`config.mk`:
```
export PLATFORM = sky130hd
export DESIGN_NAME = apb_periph_top
export DESIGN_NICKNAME = d
export VERILOG_FILES = /design/src/hw/apb_iob_pkg.sv /design/src/hw/apb2iob.sv /design/src/hw/iob_split.sv /design/src/hw/iob_regbank.sv /design/src/hw/iob_scratch_ram.sv /design/src/hw/apb_periph_top.sv
export SDC_FILE = /design/constraint.sdc
export NUM_CORES = 2
export LEC_CHECK = 0
export ABC_AREA = 1
export BUFFER_PORTS_ARGS = -buffer_cell sky130_fd_sc_hd__buf_2
export CAP_MARGIN = 0
export CORE_ASPECT_RATIO = 1.5
export CORE_MARGIN = 1.5
export CORE_UTILIZATION = 50
export CTS_CLUSTER_SIZE = 24
export DETAILED_ROUTE_END_ITERATION = 7
export PLACE_DENSITY = 0.65
export SYNTH_ARGS = -nofsm -noshare
export SYNTH_HDL_FRONTEND = slang
export SYNTH_SLANG_ARGS = --single-unit
export TNS_END_PERCENT = 50
```
`constraint.sdc`:
```
create_clock -name clk_i -period 4.4 [get_ports clk_i]
set_input_delay 0.88 -clock clk_i [delete_from_list [all_inputs] [get_ports clk_i]]
set_output_delay 0.88 -clock clk_i [all_outputs]
set_load 0.02 [all_outputs]
```
`src/hw/apb_iob_pkg.sv`:
```
package apb_iob_pkg;

   // Bus geometry
   localparam int ADDR_W  = 12;  // Byte address
   localparam int DATA_W  = 32;
   localparam int WSTRB_W = DATA_W / 8;

   // Value returned by the identity register
   localparam logic [DATA_W-1:0] ID_VALUE = 32'hA9B0_0103;

   // Outputs of an APB master
   typedef struct packed {
      logic               sel;
      logic               enable;
      logic               write;
      logic [ADDR_W-1:0]  addr;
      logic [DATA_W-1:0]  wdata;
      logic [WSTRB_W-1:0] wstrb;
   } apb_req_t;

   // APB slave side back to the master
   typedef struct packed {
      logic              ready;  // One-cycle pulse per access
      logic [DATA_W-1:0] rdata;
   } apb_resp_t;

   // IOb master request where a zero strobe marks a read
   typedef struct packed {
      logic               valid;
      logic [ADDR_W-1:0]  addr;
      logic [DATA_W-1:0]  wdata;
      logic [WSTRB_W-1:0] wstrb;
      logic               rready;
   } iob_req_t;

   typedef struct packed {
      logic              ready;
      logic              rvalid;
      logic [DATA_W-1:0] rdata;
   } iob_resp_t;

   // Bridge access sequence
   typedef enum logic [1:0] {
      WAIT_ENABLE    = 2'd0,
      WAIT_READY     = 2'd1,
      RVALID         = 2'd2,
      WAIT_APB_READY = 2'd3
   } bridge_state_t;

endpackage

```
`src/hw/apb2iob.sv`:
```
`timescale 1ns/100ps

module apb2iob (
   input  logic                   clk_i,
   input  logic                   reset_i,
   // APB slave side
   input  apb_iob_pkg::apb_req_t  apb_req_i,
   output apb_iob_pkg::apb_resp_t apb_resp_o,
   // IOb master side
   output apb_iob_pkg::iob_req_t  iob_req_o,
   input  apb_iob_pkg::iob_resp_t iob_resp_i
);

   apb_iob_pkg::bridge_state_t state_q;
   apb_iob_pkg::bridge_state_t state_d;

   logic                           apb_ready_q;
   logic                           apb_ready_d;
   logic [apb_iob_pkg::DATA_W-1:0] apb_rdata_q;
   logic                           iob_valid;
   logic                           iob_rready;

   // Address and data go straight through
   always_comb begin
      iob_req_o.valid  = iob_valid;
      iob_req_o.addr   = apb_req_i.addr;
      iob_req_o.wdata  = apb_req_i.wdata;
      iob_req_o.wstrb  = apb_req_i.write ? apb_req_i.wstrb : '0;  // Zero strobe means read
      iob_req_o.rready = iob_rready;
   end

   // One IOb transaction per APB access phase
   always_comb begin
      state_d     = state_q;
      iob_valid   = 1'b0;
      iob_rready  = 1'b0;
      apb_ready_d = 1'b0;

      case (state_q)
         apb_iob_pkg::WAIT_ENABLE: begin
            if (apb_req_i.sel && apb_req_i.enable) begin
               state_d = apb_iob_pkg::WAIT_READY;
            end
         end
         apb_iob_pkg::WAIT_READY: begin
            iob_valid = 1'b1;  // Held until the slave accepts
            if (iob_resp_i.ready) begin
               if (apb_req_i.write) begin
                  state_d     = apb_iob_pkg::WAIT_APB_READY;
                  apb_ready_d = 1'b1;
               end else begin
                  state_d = apb_iob_pkg::RVALID;
               end
            end
         end
         apb_iob_pkg::RVALID: begin
            iob_rready = 1'b1;
            if (iob_resp_i.rvalid) begin
               state_d     = apb_iob_pkg::WAIT_APB_READY;
               apb_ready_d = 1'b1;
            end
         end
         default: begin
            // APB ready is high here and the master ends its access
            state_d = apb_iob_pkg::WAIT_ENABLE;
         end
      endcase
   end

   always_ff @(posedge clk_i) begin
      if (reset_i) begin
         state_q     <= apb_iob_pkg::WAIT_ENABLE;
         apb_ready_q <= 1'b0;
      end else begin
         state_q     <= state_d;
         apb_ready_q <= apb_ready_d;
      end
   end

   // Read data held until the next read response
   always_ff @(posedge clk_i) begin
      if (reset_i) begin
         apb_rdata_q <= '0;
      end else if (iob_resp_i.rvalid && iob_rready) begin
         apb_rdata_q <= iob_resp_i.rdata;
      end
   end

   assign apb_resp_o.ready = apb_ready_q;
   assign apb_resp_o.rdata = apb_rdata_q;

endmodule

```
`src/hw/iob_split.sv`:
```
`timescale 1ns/100ps

module iob_split (
   input  logic                   clk_i,
   input  logic                   reset_i,
   // From the bridge
   input  apb_iob_pkg::iob_req_t  req_i,
   output apb_iob_pkg::iob_resp_t resp_o,
   // Register bank
   output apb_iob_pkg::iob_req_t  reg_req_o,
   input  apb_iob_pkg::iob_resp_t reg_resp_i,
   // Scratch memory
   output apb_iob_pkg::iob_req_t  ram_req_o,
   input  apb_iob_pkg::iob_resp_t ram_resp_i
);

   logic sel_ram;       // Top address bit picks the slave
   logic rd_accept;
   logic pend_q;        // A read response is still owed
   logic pend_ram_q;    // Owner of that response
   logic pend_rvalid;

   assign sel_ram = req_i.addr[apb_iob_pkg::ADDR_W-1];

   always_comb begin
      reg_req_o       = req_i;
      reg_req_o.valid = req_i.valid & ~sel_ram;
      ram_req_o       = req_i;
      ram_req_o.valid = req_i.valid & sel_ram;
   end

   assign rd_accept = req_i.valid && resp_o.ready && (req_i.wstrb == '0);

   // Response comes from the owner of the pending read rather than the current address
   assign pend_rvalid = pend_ram_q ? ram_resp_i.rvalid : reg_resp_i.rvalid;

   always_ff @(posedge clk_i) begin
      if (reset_i) begin
         pend_q     <= 1'b0;
         pend_ram_q <= 1'b0;
      end else if (rd_accept) begin
         pend_q     <= 1'b1;
         pend_ram_q <= sel_ram;
      end else if (pend_q && pend_rvalid) begin
         pend_q <= 1'b0;
      end
   end

   always_comb begin
      resp_o.ready  = sel_ram ? ram_resp_i.ready : reg_resp_i.ready;
      resp_o.rvalid = pend_q & pend_rvalid;
      resp_o.rdata  = pend_ram_q ? ram_resp_i.rdata : reg_resp_i.rdata;
   end

endmodule

```
`src/hw/iob_regbank.sv`:
```
`timescale 1ns/100ps

module iob_regbank #(
   parameter int N_REGS = 8  // Last index is the identity register
) (
   input  logic                           clk_i,
   input  logic                           reset_i,
   input  apb_iob_pkg::iob_req_t          iob_req_i,
   output apb_iob_pkg::iob_resp_t         iob_resp_o,
   input  logic [apb_iob_pkg::DATA_W-1:0] id_value_i
);

   localparam int IDX_W  = $clog2(N_REGS);
   localparam int WADR_W = apb_iob_pkg::ADDR_W - 2;

   logic [apb_iob_pkg::DATA_W-1:0] regs_q [N_REGS-1];
   logic [WADR_W-1:0]              word_addr;
   logic [IDX_W-1:0]               idx;
   logic                           is_rw_reg;
   logic                           is_id_reg;
   logic                           accept;
   logic                           wr_en;
   logic [apb_iob_pkg::DATA_W-1:0] rd_word;
   logic                           rvalid_q;
   logic [apb_iob_pkg::DATA_W-1:0] rdata_q;

   assign word_addr = iob_req_i.addr[apb_iob_pkg::ADDR_W-1:2];
   assign idx       = word_addr[IDX_W-1:0];
   assign is_rw_reg = (word_addr < WADR_W'(N_REGS - 1));
   assign is_id_reg = (word_addr == WADR_W'(N_REGS - 1));

   // Always ready so a request is accepted in its own cycle
   assign accept = iob_req_i.valid;
   assign wr_en  = accept && (iob_req_i.wstrb != '0) && is_rw_reg;

   always_ff @(posedge clk_i) begin
      if (reset_i) begin
         for (int r = 0; r < N_REGS - 1; r++) begin
            regs_q[r] <= '0;
         end
      end else if (wr_en) begin
         for (int b = 0; b < apb_iob_pkg::WSTRB_W; b++) begin
            if (iob_req_i.wstrb[b]) begin
               regs_q[idx][b*8 +: 8] <= iob_req_i.wdata[b*8 +: 8];
            end
         end
      end
   end

   // Read decode
   always_comb begin
      rd_word = '0;  // Unmapped words read zero
      if (is_rw_reg) begin
         rd_word = regs_q[idx];
      end else if (is_id_reg) begin
         rd_word = id_value_i;
      end
   end

   always_ff @(posedge clk_i) begin
      if (reset_i) begin
         rvalid_q <= 1'b0;
      end else begin
         rvalid_q <= accept && (iob_req_i.wstrb == '0);
      end
   end

   always_ff @(posedge clk_i) begin
      if (accept) begin
         rdata_q <= rd_word;
      end
   end

   assign iob_resp_o.ready  = iob_req_i.valid;
   assign iob_resp_o.rvalid = rvalid_q;
   assign iob_resp_o.rdata  = rdata_q;

endmodule

```
`src/hw/iob_scratch_ram.sv`:
```
`timescale 1ns/100ps

module iob_scratch_ram #(
   parameter int RAM_DEPTH = 64,  // Words
   parameter int RAM_WAIT  = 2    // Cycles of valid before ready
) (
   input  logic                   clk_i,
   input  logic                   reset_i,
   input  apb_iob_pkg::iob_req_t  iob_req_i,
   output apb_iob_pkg::iob_resp_t iob_resp_o
);

   localparam int AW     = (RAM_DEPTH > 1) ? $clog2(RAM_DEPTH) : 1;
   localparam int CNT_W  = (RAM_WAIT > 0) ? $clog2(RAM_WAIT + 1) : 1;
   localparam int WADR_W = apb_iob_pkg::ADDR_W - 2;

   logic [apb_iob_pkg::DATA_W-1:0] mem [RAM_DEPTH];
   logic [CNT_W-1:0]               wait_cnt_q;
   logic                           ready;
   logic                           accept;
   logic [WADR_W-1:0]              word_addr;
   logic [AW-1:0]                  mem_addr;
   logic                           rvalid_q;
   logic [apb_iob_pkg::DATA_W-1:0] rdata_q;

   assign ready  = iob_req_i.valid && (wait_cnt_q == CNT_W'(RAM_WAIT));
   assign accept = ready;

   // Counts cycles of valid until acceptance
   always_ff @(posedge clk_i) begin
      if (reset_i || accept || !iob_req_i.valid) begin
         wait_cnt_q <= '0;
      end else begin
         wait_cnt_q <= wait_cnt_q + 1'b1;
      end
   end

   assign word_addr = iob_req_i.addr[apb_iob_pkg::ADDR_W-1:2];
   assign mem_addr  = AW'(word_addr % WADR_W'(RAM_DEPTH));  // Aliases past the depth

   always_ff @(posedge clk_i) begin
      if (accept) begin
         for (int b = 0; b < apb_iob_pkg::WSTRB_W; b++) begin
            if (iob_req_i.wstrb[b]) begin
               mem[mem_addr][b*8 +: 8] <= iob_req_i.wdata[b*8 +: 8];
            end
         end
         rdata_q <= mem[mem_addr];
      end
   end

   always_ff @(posedge clk_i) begin
      if (reset_i) begin
         rvalid_q <= 1'b0;
      end else begin
         rvalid_q <= accept && (iob_req_i.wstrb == '0);  // Reads only
      end
   end

   assign iob_resp_o.ready  = ready;
   assign iob_resp_o.rvalid = rvalid_q;
   assign iob_resp_o.rdata  = rdata_q;

endmodule

```
`src/hw/apb_periph_top.sv`:
```
`timescale 1ns/100ps

module apb_periph_top #(
   parameter int N_REGS    = 8,
   parameter int RAM_DEPTH = 64,
   parameter int RAM_WAIT  = 2
) (
   input  logic                   clk_i,
   input  logic                   reset_i,
   input  apb_iob_pkg::apb_req_t  apb_req_i,
   output apb_iob_pkg::apb_resp_t apb_resp_o
);

   apb_iob_pkg::iob_req_t  bridge_req;
   apb_iob_pkg::iob_resp_t bridge_resp;
   apb_iob_pkg::iob_req_t  reg_req;
   apb_iob_pkg::iob_resp_t reg_resp;
   apb_iob_pkg::iob_req_t  ram_req;
   apb_iob_pkg::iob_resp_t ram_resp;

   apb2iob i_apb2iob (
      .clk_i      (clk_i),
      .reset_i    (reset_i),
      .apb_req_i  (apb_req_i),
      .apb_resp_o (apb_resp_o),
      .iob_req_o  (bridge_req),
      .iob_resp_i (bridge_resp)
   );

   // Address bit 11 selects the memory
   iob_split i_iob_split (
      .clk_i      (clk_i),
      .reset_i    (reset_i),
      .req_i      (bridge_req),
      .resp_o     (bridge_resp),
      .reg_req_o  (reg_req),
      .reg_resp_i (reg_resp),
      .ram_req_o  (ram_req),
      .ram_resp_i (ram_resp)
   );

   iob_regbank #(
      .N_REGS (N_REGS)
   ) i_iob_regbank (
      .clk_i      (clk_i),
      .reset_i    (reset_i),
      .iob_req_i  (reg_req),
      .iob_resp_o (reg_resp),
      .id_value_i (apb_iob_pkg::ID_VALUE)
   );

   iob_scratch_ram #(
      .RAM_DEPTH (RAM_DEPTH),
      .RAM_WAIT  (RAM_WAIT)
   ) i_iob_scratch_ram (
      .clk_i      (clk_i),
      .reset_i    (reset_i),
      .iob_req_i  (ram_req),
      .iob_resp_o (ram_resp)
   );

endmodule

```
* Word-level counts from Yosys, hierarchy flattened
Memories as Yosys holds them, arrays and structs flattened. A register that Yosys moved wholly into a read port is not among the register bits.
Index checks and enable logic that the tools add are counted.
** Word-level totals
- Flip-flop bits (word level) :: 73
- RAM bits :: 2272
- Input port bits :: 53
- Output and inout bits :: 33
- Memories kept :: 2
- Word-level logic and storage cells :: 91
** Memory list
- i_iob_scratch_ram.mem :: depth 64, width 32, rd ports 1, clocked after Yosys merged registers in 1, write ports 1, RTL line iob_scratch_ram.sv:17 : logic [apb_iob_pkg::DATA_W-1:0] mem [RAM_DEPTH];
- i_iob_regbank.regs_q :: depth 7, width 32, rd ports 1, clocked after Yosys merged registers in 0, write ports 7, RTL line iob_regbank.sv:16 : logic [apb_iob_pkg::DATA_W-1:0] regs_q [N_REGS-1];
** Operators by class
- Reductions and logical operators :: 19
- Magnitude comparators :: 1
- Add/sub/neg operators :: 1
- Muxes and demuxes :: 48
- Equality and inequality tests :: 7
- Bitwise logic cells :: 4
** Operators by type and width (number)
- $mux 32 :: 4
- $mux 1 :: 36
- $reduce_or 32->1 :: 1
- $eq 10x3->1 const B :: 1
- $logic_and 1x1->1 :: 10
- $lt 10x3->1 const B :: 1
- $mux 4 :: 2
- $mux 2 :: 3
- $ne 2x1->1 const B :: 3
- $pmux 2 s3 :: 1
- $eq 2x2->1 const B :: 2
- $logic_not 4->1 :: 1
- $reduce_bool 4->1 :: 1
- $and 1x1->1 :: 3
- $mux 3 :: 1
- $reduce_and 3->1 :: 1
- $add 2x1->2 const B :: 1
- $eq 2x1->1 const B :: 1
- $logic_not 2->1 :: 1
- $logic_or 1x1->1 :: 2
- $pmux 1 s2 :: 1
- $reduce_bool 2->1 :: 1
- $logic_not 1->1 :: 1
- $not 1->1 :: 1

* Longest topological paths before layout
- Depth after elaboration :: 10
- Depth in mapped cells :: 15
- Depth with buffers taken out :: 11

* Modules after synthesis
A second synthesis with hierarchy kept.
** Second synthesis, totals
- Cell total of the unflattened synthesis :: 10504
- Area total of the unflattened synthesis :: 105117.1 µm²
** Modules (own cells, without submodules)
- iob_scratch_ram :: cells an instance 8739, sequential area each 62520.0 µm², times used 1, area each 88160.8 µm²
- iob_regbank :: cells an instance 1305, sequential area each 8348.0 µm², times used 1, area each 13889.6 µm²
- apb2iob :: cells an instance 226, sequential area each 700.7 µm², times used 1, area each 1711.6 µm²
- iob_split :: cells an instance 232, sequential area each 40.0 µm², times used 1, area each 1347.5 µm²
- apb_periph_top :: cells an instance 2, sequential area each 0.0 µm², times used 1, area each 7.5 µm²

* Worst setup path before layout
Ideal clock, no wire load.
- Path kind :: input port to flip-flop
- Start point :: input apb_req_i[47] (netlist name)
- End point :: memory i_iob_scratch_ram.mem[0][0] (netlist name), enable pin
- Stages on the path :: 5
- Path buffers :: 1
- Setup time :: 0.370 ns
- Data arrival time :: 3.678 ns
- Setup slack :: 0.352 ns
- Required time :: 4.030 ns
- Cells stage by stage :: nand2_1 > nor2_1 > nand2_1 > clkbuf_1 > nor2_1
** Between the ends
- Cells in the longest elaborated chain, start to end :: 4
** Ends and longest elaborated chain
- start, declared :: RTL line apb_periph_top.sv:10 : input apb_iob_pkg::apb_req_t apb_req_i,
- $and 1x1->1 :: RTL line iob_split.sv:29 : ram_req_o.valid = req_i.valid & sel_ram;
- $logic_and 1x1->1 :: RTL line iob_scratch_ram.sv:26 : assign ready = iob_req_i.valid && (wait_cnt_q == CNT_W'(RAM_WAIT));
- net i_iob_scratch_ram.accept :: RTL line iob_scratch_ram.sv:20 : logic accept;
- $mux 1 :: RTL line iob_scratch_ram.sv:42 : if (accept) begin
- $mux 1 (not written as such) :: RTL line iob_scratch_ram.sv:45 : mem[mem_addr][b*8 +: 8] <= iob_req_i.wdata[b*8 +: 8];
- end, declared :: RTL line iob_scratch_ram.sv:17
The timed path passes the listed nets, and every way through them passes these cells.

* Worst setup path in the final report
- Start point :: register i_apb2iob.state_q[1]
- End point :: memory i_iob_scratch_ram.mem[50][15] (netlist name), enable pin
** Between the ends
- Cells in the longest elaborated chain, start to end :: 6
** Ends and longest elaborated chain
- start, declared :: RTL line apb2iob.sv:14 : apb_iob_pkg::bridge_state_t state_q;
- start signal, assigned :: RTL line apb2iob.sv:72 : state_q <= apb_iob_pkg::WAIT_ENABLE;
- start signal, assigned :: RTL line apb2iob.sv:75 : state_q <= state_d;
- $eq 2x1->1 :: RTL line apb2iob.sv:39 : case (state_q)
- $mux 1 :: RTL line apb2iob.sv:39
- $and 1x1->1 :: RTL line iob_split.sv:29
- $logic_and 1x1->1 :: RTL line iob_scratch_ram.sv:26
- net i_iob_scratch_ram.accept :: RTL line iob_scratch_ram.sv:20
- $mux 1 :: RTL line iob_scratch_ram.sv:42
- $mux 1 (not written as such) :: RTL line iob_scratch_ram.sv:45
The timed path passes the listed nets, and every way through them passes these cells.

==> flow_metrics.env <==
export IMPL_status="complete, no violations"
export IMPL_cp_max_fo=19
export IMPL_wire_per_inst_um=22.5
export IMPL_rows=200
export IMPL_setup_tns_ns=0
export IMPL_grt_max_degree=179
export IMPL_worstSetupPathType="reg2reg"
export IMPL_fin_nets=10200
export IMPL_synthArstFlopShare=0
export IMPL_fin_ws_ns=1.14
export IMPL_grt_use_total=0.285
export IMPL_syn_area_um2=100000
export IMPL_dp_cells=12600
export IMPL_die_width_um=368
export IMPL_routed_via_count=70000
export IMPL_num_io_pins=86
export IMPL_cp_startpoint="i_apb2iob.state_q[1]"
export IMPL_drive_above_1_share=0.0832
export IMPL_post_dp_cell_area_um2=105000
export IMPL_ant_nets=0
export IMPL_yosys_most_used_dff="edfxtp_1"
export IMPL_portBuffers=83
export IMPL_place_ws_ns=0.444
export IMPL_cp_end_kind="flip-flop"
export IMPL_syn_avg_cell_area_um2=10.0
export IMPL_cts_setup_buffers=0
export IMPL_yosysSeqAreaShare=0.706
export IMPL_setup_violations=0
export IMPL_p_per_area_nw_per_um2=412
export IMPL_worstMarginPinSlew_ns=1.25
export IMPL_die_area_um2=203000
export IMPL_cts_hold_buf=0
export IMPL_cts_max_level=4
export IMPL_finalCritPeriodShare=0.740
export IMPL_antenna_found_initial=10
export IMPL_critPathArrivalTime_ns=3.72
export IMPL_timing_rr_start="i_apb2iob.state_q[1]"
export IMPL_grt_pass1_vias=66700
export IMPL_fin_area_um2=112000
export IMPL_initial_utilization=0.504
export IMPL_final_cell_mix="nand2_1, edfxtp_1, nor2_1"
export IMPL_synth_cell_types=39
export IMPL_fin_skew_ns=0.0377
export IMPL_synth_seq_cells=2377
export IMPL_clkLatencyLatePin_ns=0.87
export IMPL_root_buffer="clkbuf_16"
export IMPL_syn_num_nets=10000
export IMPL_drt_initial_drc_count=7393
export IMPL_drv_slew=0
export IMPL_power_mw=46.2
export IMPL_hold_ws_ns=0.269
export IMPL_tritoncts="yes"
export IMPL_synthCells=9968
export IMPL_first_pass_iters=6
export IMPL_hp_start="apb_req_i[47]"
export IMPL_routed_wl_um=292000
export IMPL_synth_edf_count=2304
export IMPL_rsz0062_at_grt="no"
export IMPL_viasPerCell=5.39
export IMPL_gp_congestion=0.880
export IMPL_synthToLayoutAreaGrowth_pct=12.1
export IMPL_critPathLaunchType="flip-flop"
export IMPL_dpl_hpwl_um=181000
export IMPL_ctsResizeCount=0
export IMPL_cts_buffers=212
export IMPL_hold_path_class="in2reg"
export IMPL_final_common_cell="nand2_1"
export IMPL_ir_drop_mv=0.442
export IMPL_clk_pin_slew_ns=0.07
export IMPL_worstPathRequired_ns=4.86
export IMPL_slew_headroom=0.164
export IMPL_min_period_ns=3.26
export IMPL_grt_pass1_wl_um=426000
export IMPL_hold_depth=2
export IMPL_die_h_um=551
export IMPL_leakage_nw=46.5
export IMPL_final_util=0.565
export IMPL_clockBufferDepth=4
export IMPL_maxCapViolations=0
export IMPL_cts_sinks=2377
export IMPL_drc=0
export IMPL_ff2ff_path_depth=7
export IMPL_reg2reg_setup_slack_ns=1.14
export IMPL_hold_viol_final=0
export IMPL_core_um2=198000
export IMPL_fmax_ghz=0.307
export IMPL_yosysWarnings=0
export IMPL_grt_overflow=0
export IMPL_final_cell_count_no_fill=13000
==> synthesized netlist by cell type, types with 2 or more instances <==
library cell / count / area share
nor2_4: 2 / 0.00023
a221oi_1: 6 / 0.00053
nand3_2: 6 / 0.00060
and3_1: 4 / 0.00025
nand3_1: 20 / 0.0010
dfxtp_1: 73 / 0.015
nand4_2: 2 / 0.00025
a22o_1: 12 / 0.0011
clkinv_1: 2 / 0.000075
nand2_1: 6049 / 0.23
edfxtp_1: 2304 / 0.69
buf_2: 141 / 0.0071
inv_1: 131 / 0.0049
nand2_2: 4 / 0.00025
buf_4: 5 / 0.00038
buf_1: 50 / 0.0019
nor2_1: 659 / 0.025
clkbuf_1: 308 / 0.012
nor3_1: 6 / 0.00030
inv_2: 10 / 0.00038
nand3_4: 10 / 0.0018
a21oi_1: 61 / 0.0031
a22oi_1: 8 / 0.00060
ha_1: 5 / 0.00063
o21ai_0: 50 / 0.0025
a41oi_1: 7 / 0.00061
a31oi_1: 9 / 0.00056
o211ai_1: 3 / 0.00023
a211oi_1: 11 / 0.00083
==> sequential cells by signal (all words and copies together), names as in the netlist <==
register                      flops
i_iob_scratch_ram.mem          2048
i_iob_regbank.regs_q            224
i_apb2iob.apb_rdata_q            32
i_iob_regbank.rdata_q            32
i_iob_scratch_ram.rdata_q        32
i_apb2iob.state_q                 2
i_iob_scratch_ram.wait_cnt_q      2
i_apb2iob.apb_ready_q             1
i_iob_regbank.rvalid_q            1
i_iob_scratch_ram.rvalid_q        1
i_iob_split.pend_q                1
i_iob_split.pend_ram_q            1
==> layout make-up <==
cell class | count | area [µm²]
Fill cell | 16600 | 86300
Sequential cell | 2377 | 70600
Clock buffer | 268 | 5730
Inverter | 145 | 588
Clock inverter | 111 | 1010
Tap cell | 2626 | 3290
Multi-Input combinational cell | 6941 | 26800
Antenna cell | 8 | 20.0
Timing Repair Buffer | 512 | 4030
==> final timing paths <==
kind / endpoint
setup reg to reg: i_iob_scratch_ram.mem[50][15]
hold reg to reg: i_iob_scratch_ram.wait_cnt_q[0]
hold / removal: i_iob_regbank.rvalid_q
setup / recovery: i_iob_scratch_ram.mem[50][15]
==> power by group <==
part,internal [mW],switching (mW),leakage (nW)
clock,10.3,8.10,3.30
combinational,0.626,2.21,21.7
sequential,24.9,0.0408,21.6
==> cells by family after synthesis <==
family,count (synthesis),share of synthesized area
AO/OA/AOI/OAI,170,0.0102
adder cells (fa/ha/maj),5,0.000625
flip-flops,2377,0.706
AND/OR/NAND/NOR,6766,0.257
buffers and inverters,650,0.0265
==> routing by layer <==
metal,global-route usage,up-vias,routed length (µm)
met3,0.0365,639,22400
met5,0,-,93
met2,0.472,3078,140000
met1,0.355,33700,108000
li1,-,32600,-
met4,0.180,12,20700
==> worst max-delay path, stage by stage, from the launching register on <==
cell and delay, ns:
dfxtp_1 0.33, inv_1 0.10, ha_1 0.20, nand2_1 0.12, nor2_4 0.26, buf_4 0.38
nand2_2 0.48, nor2_1 0.94
No activity file was read; power rests on OpenSTA's default activity.
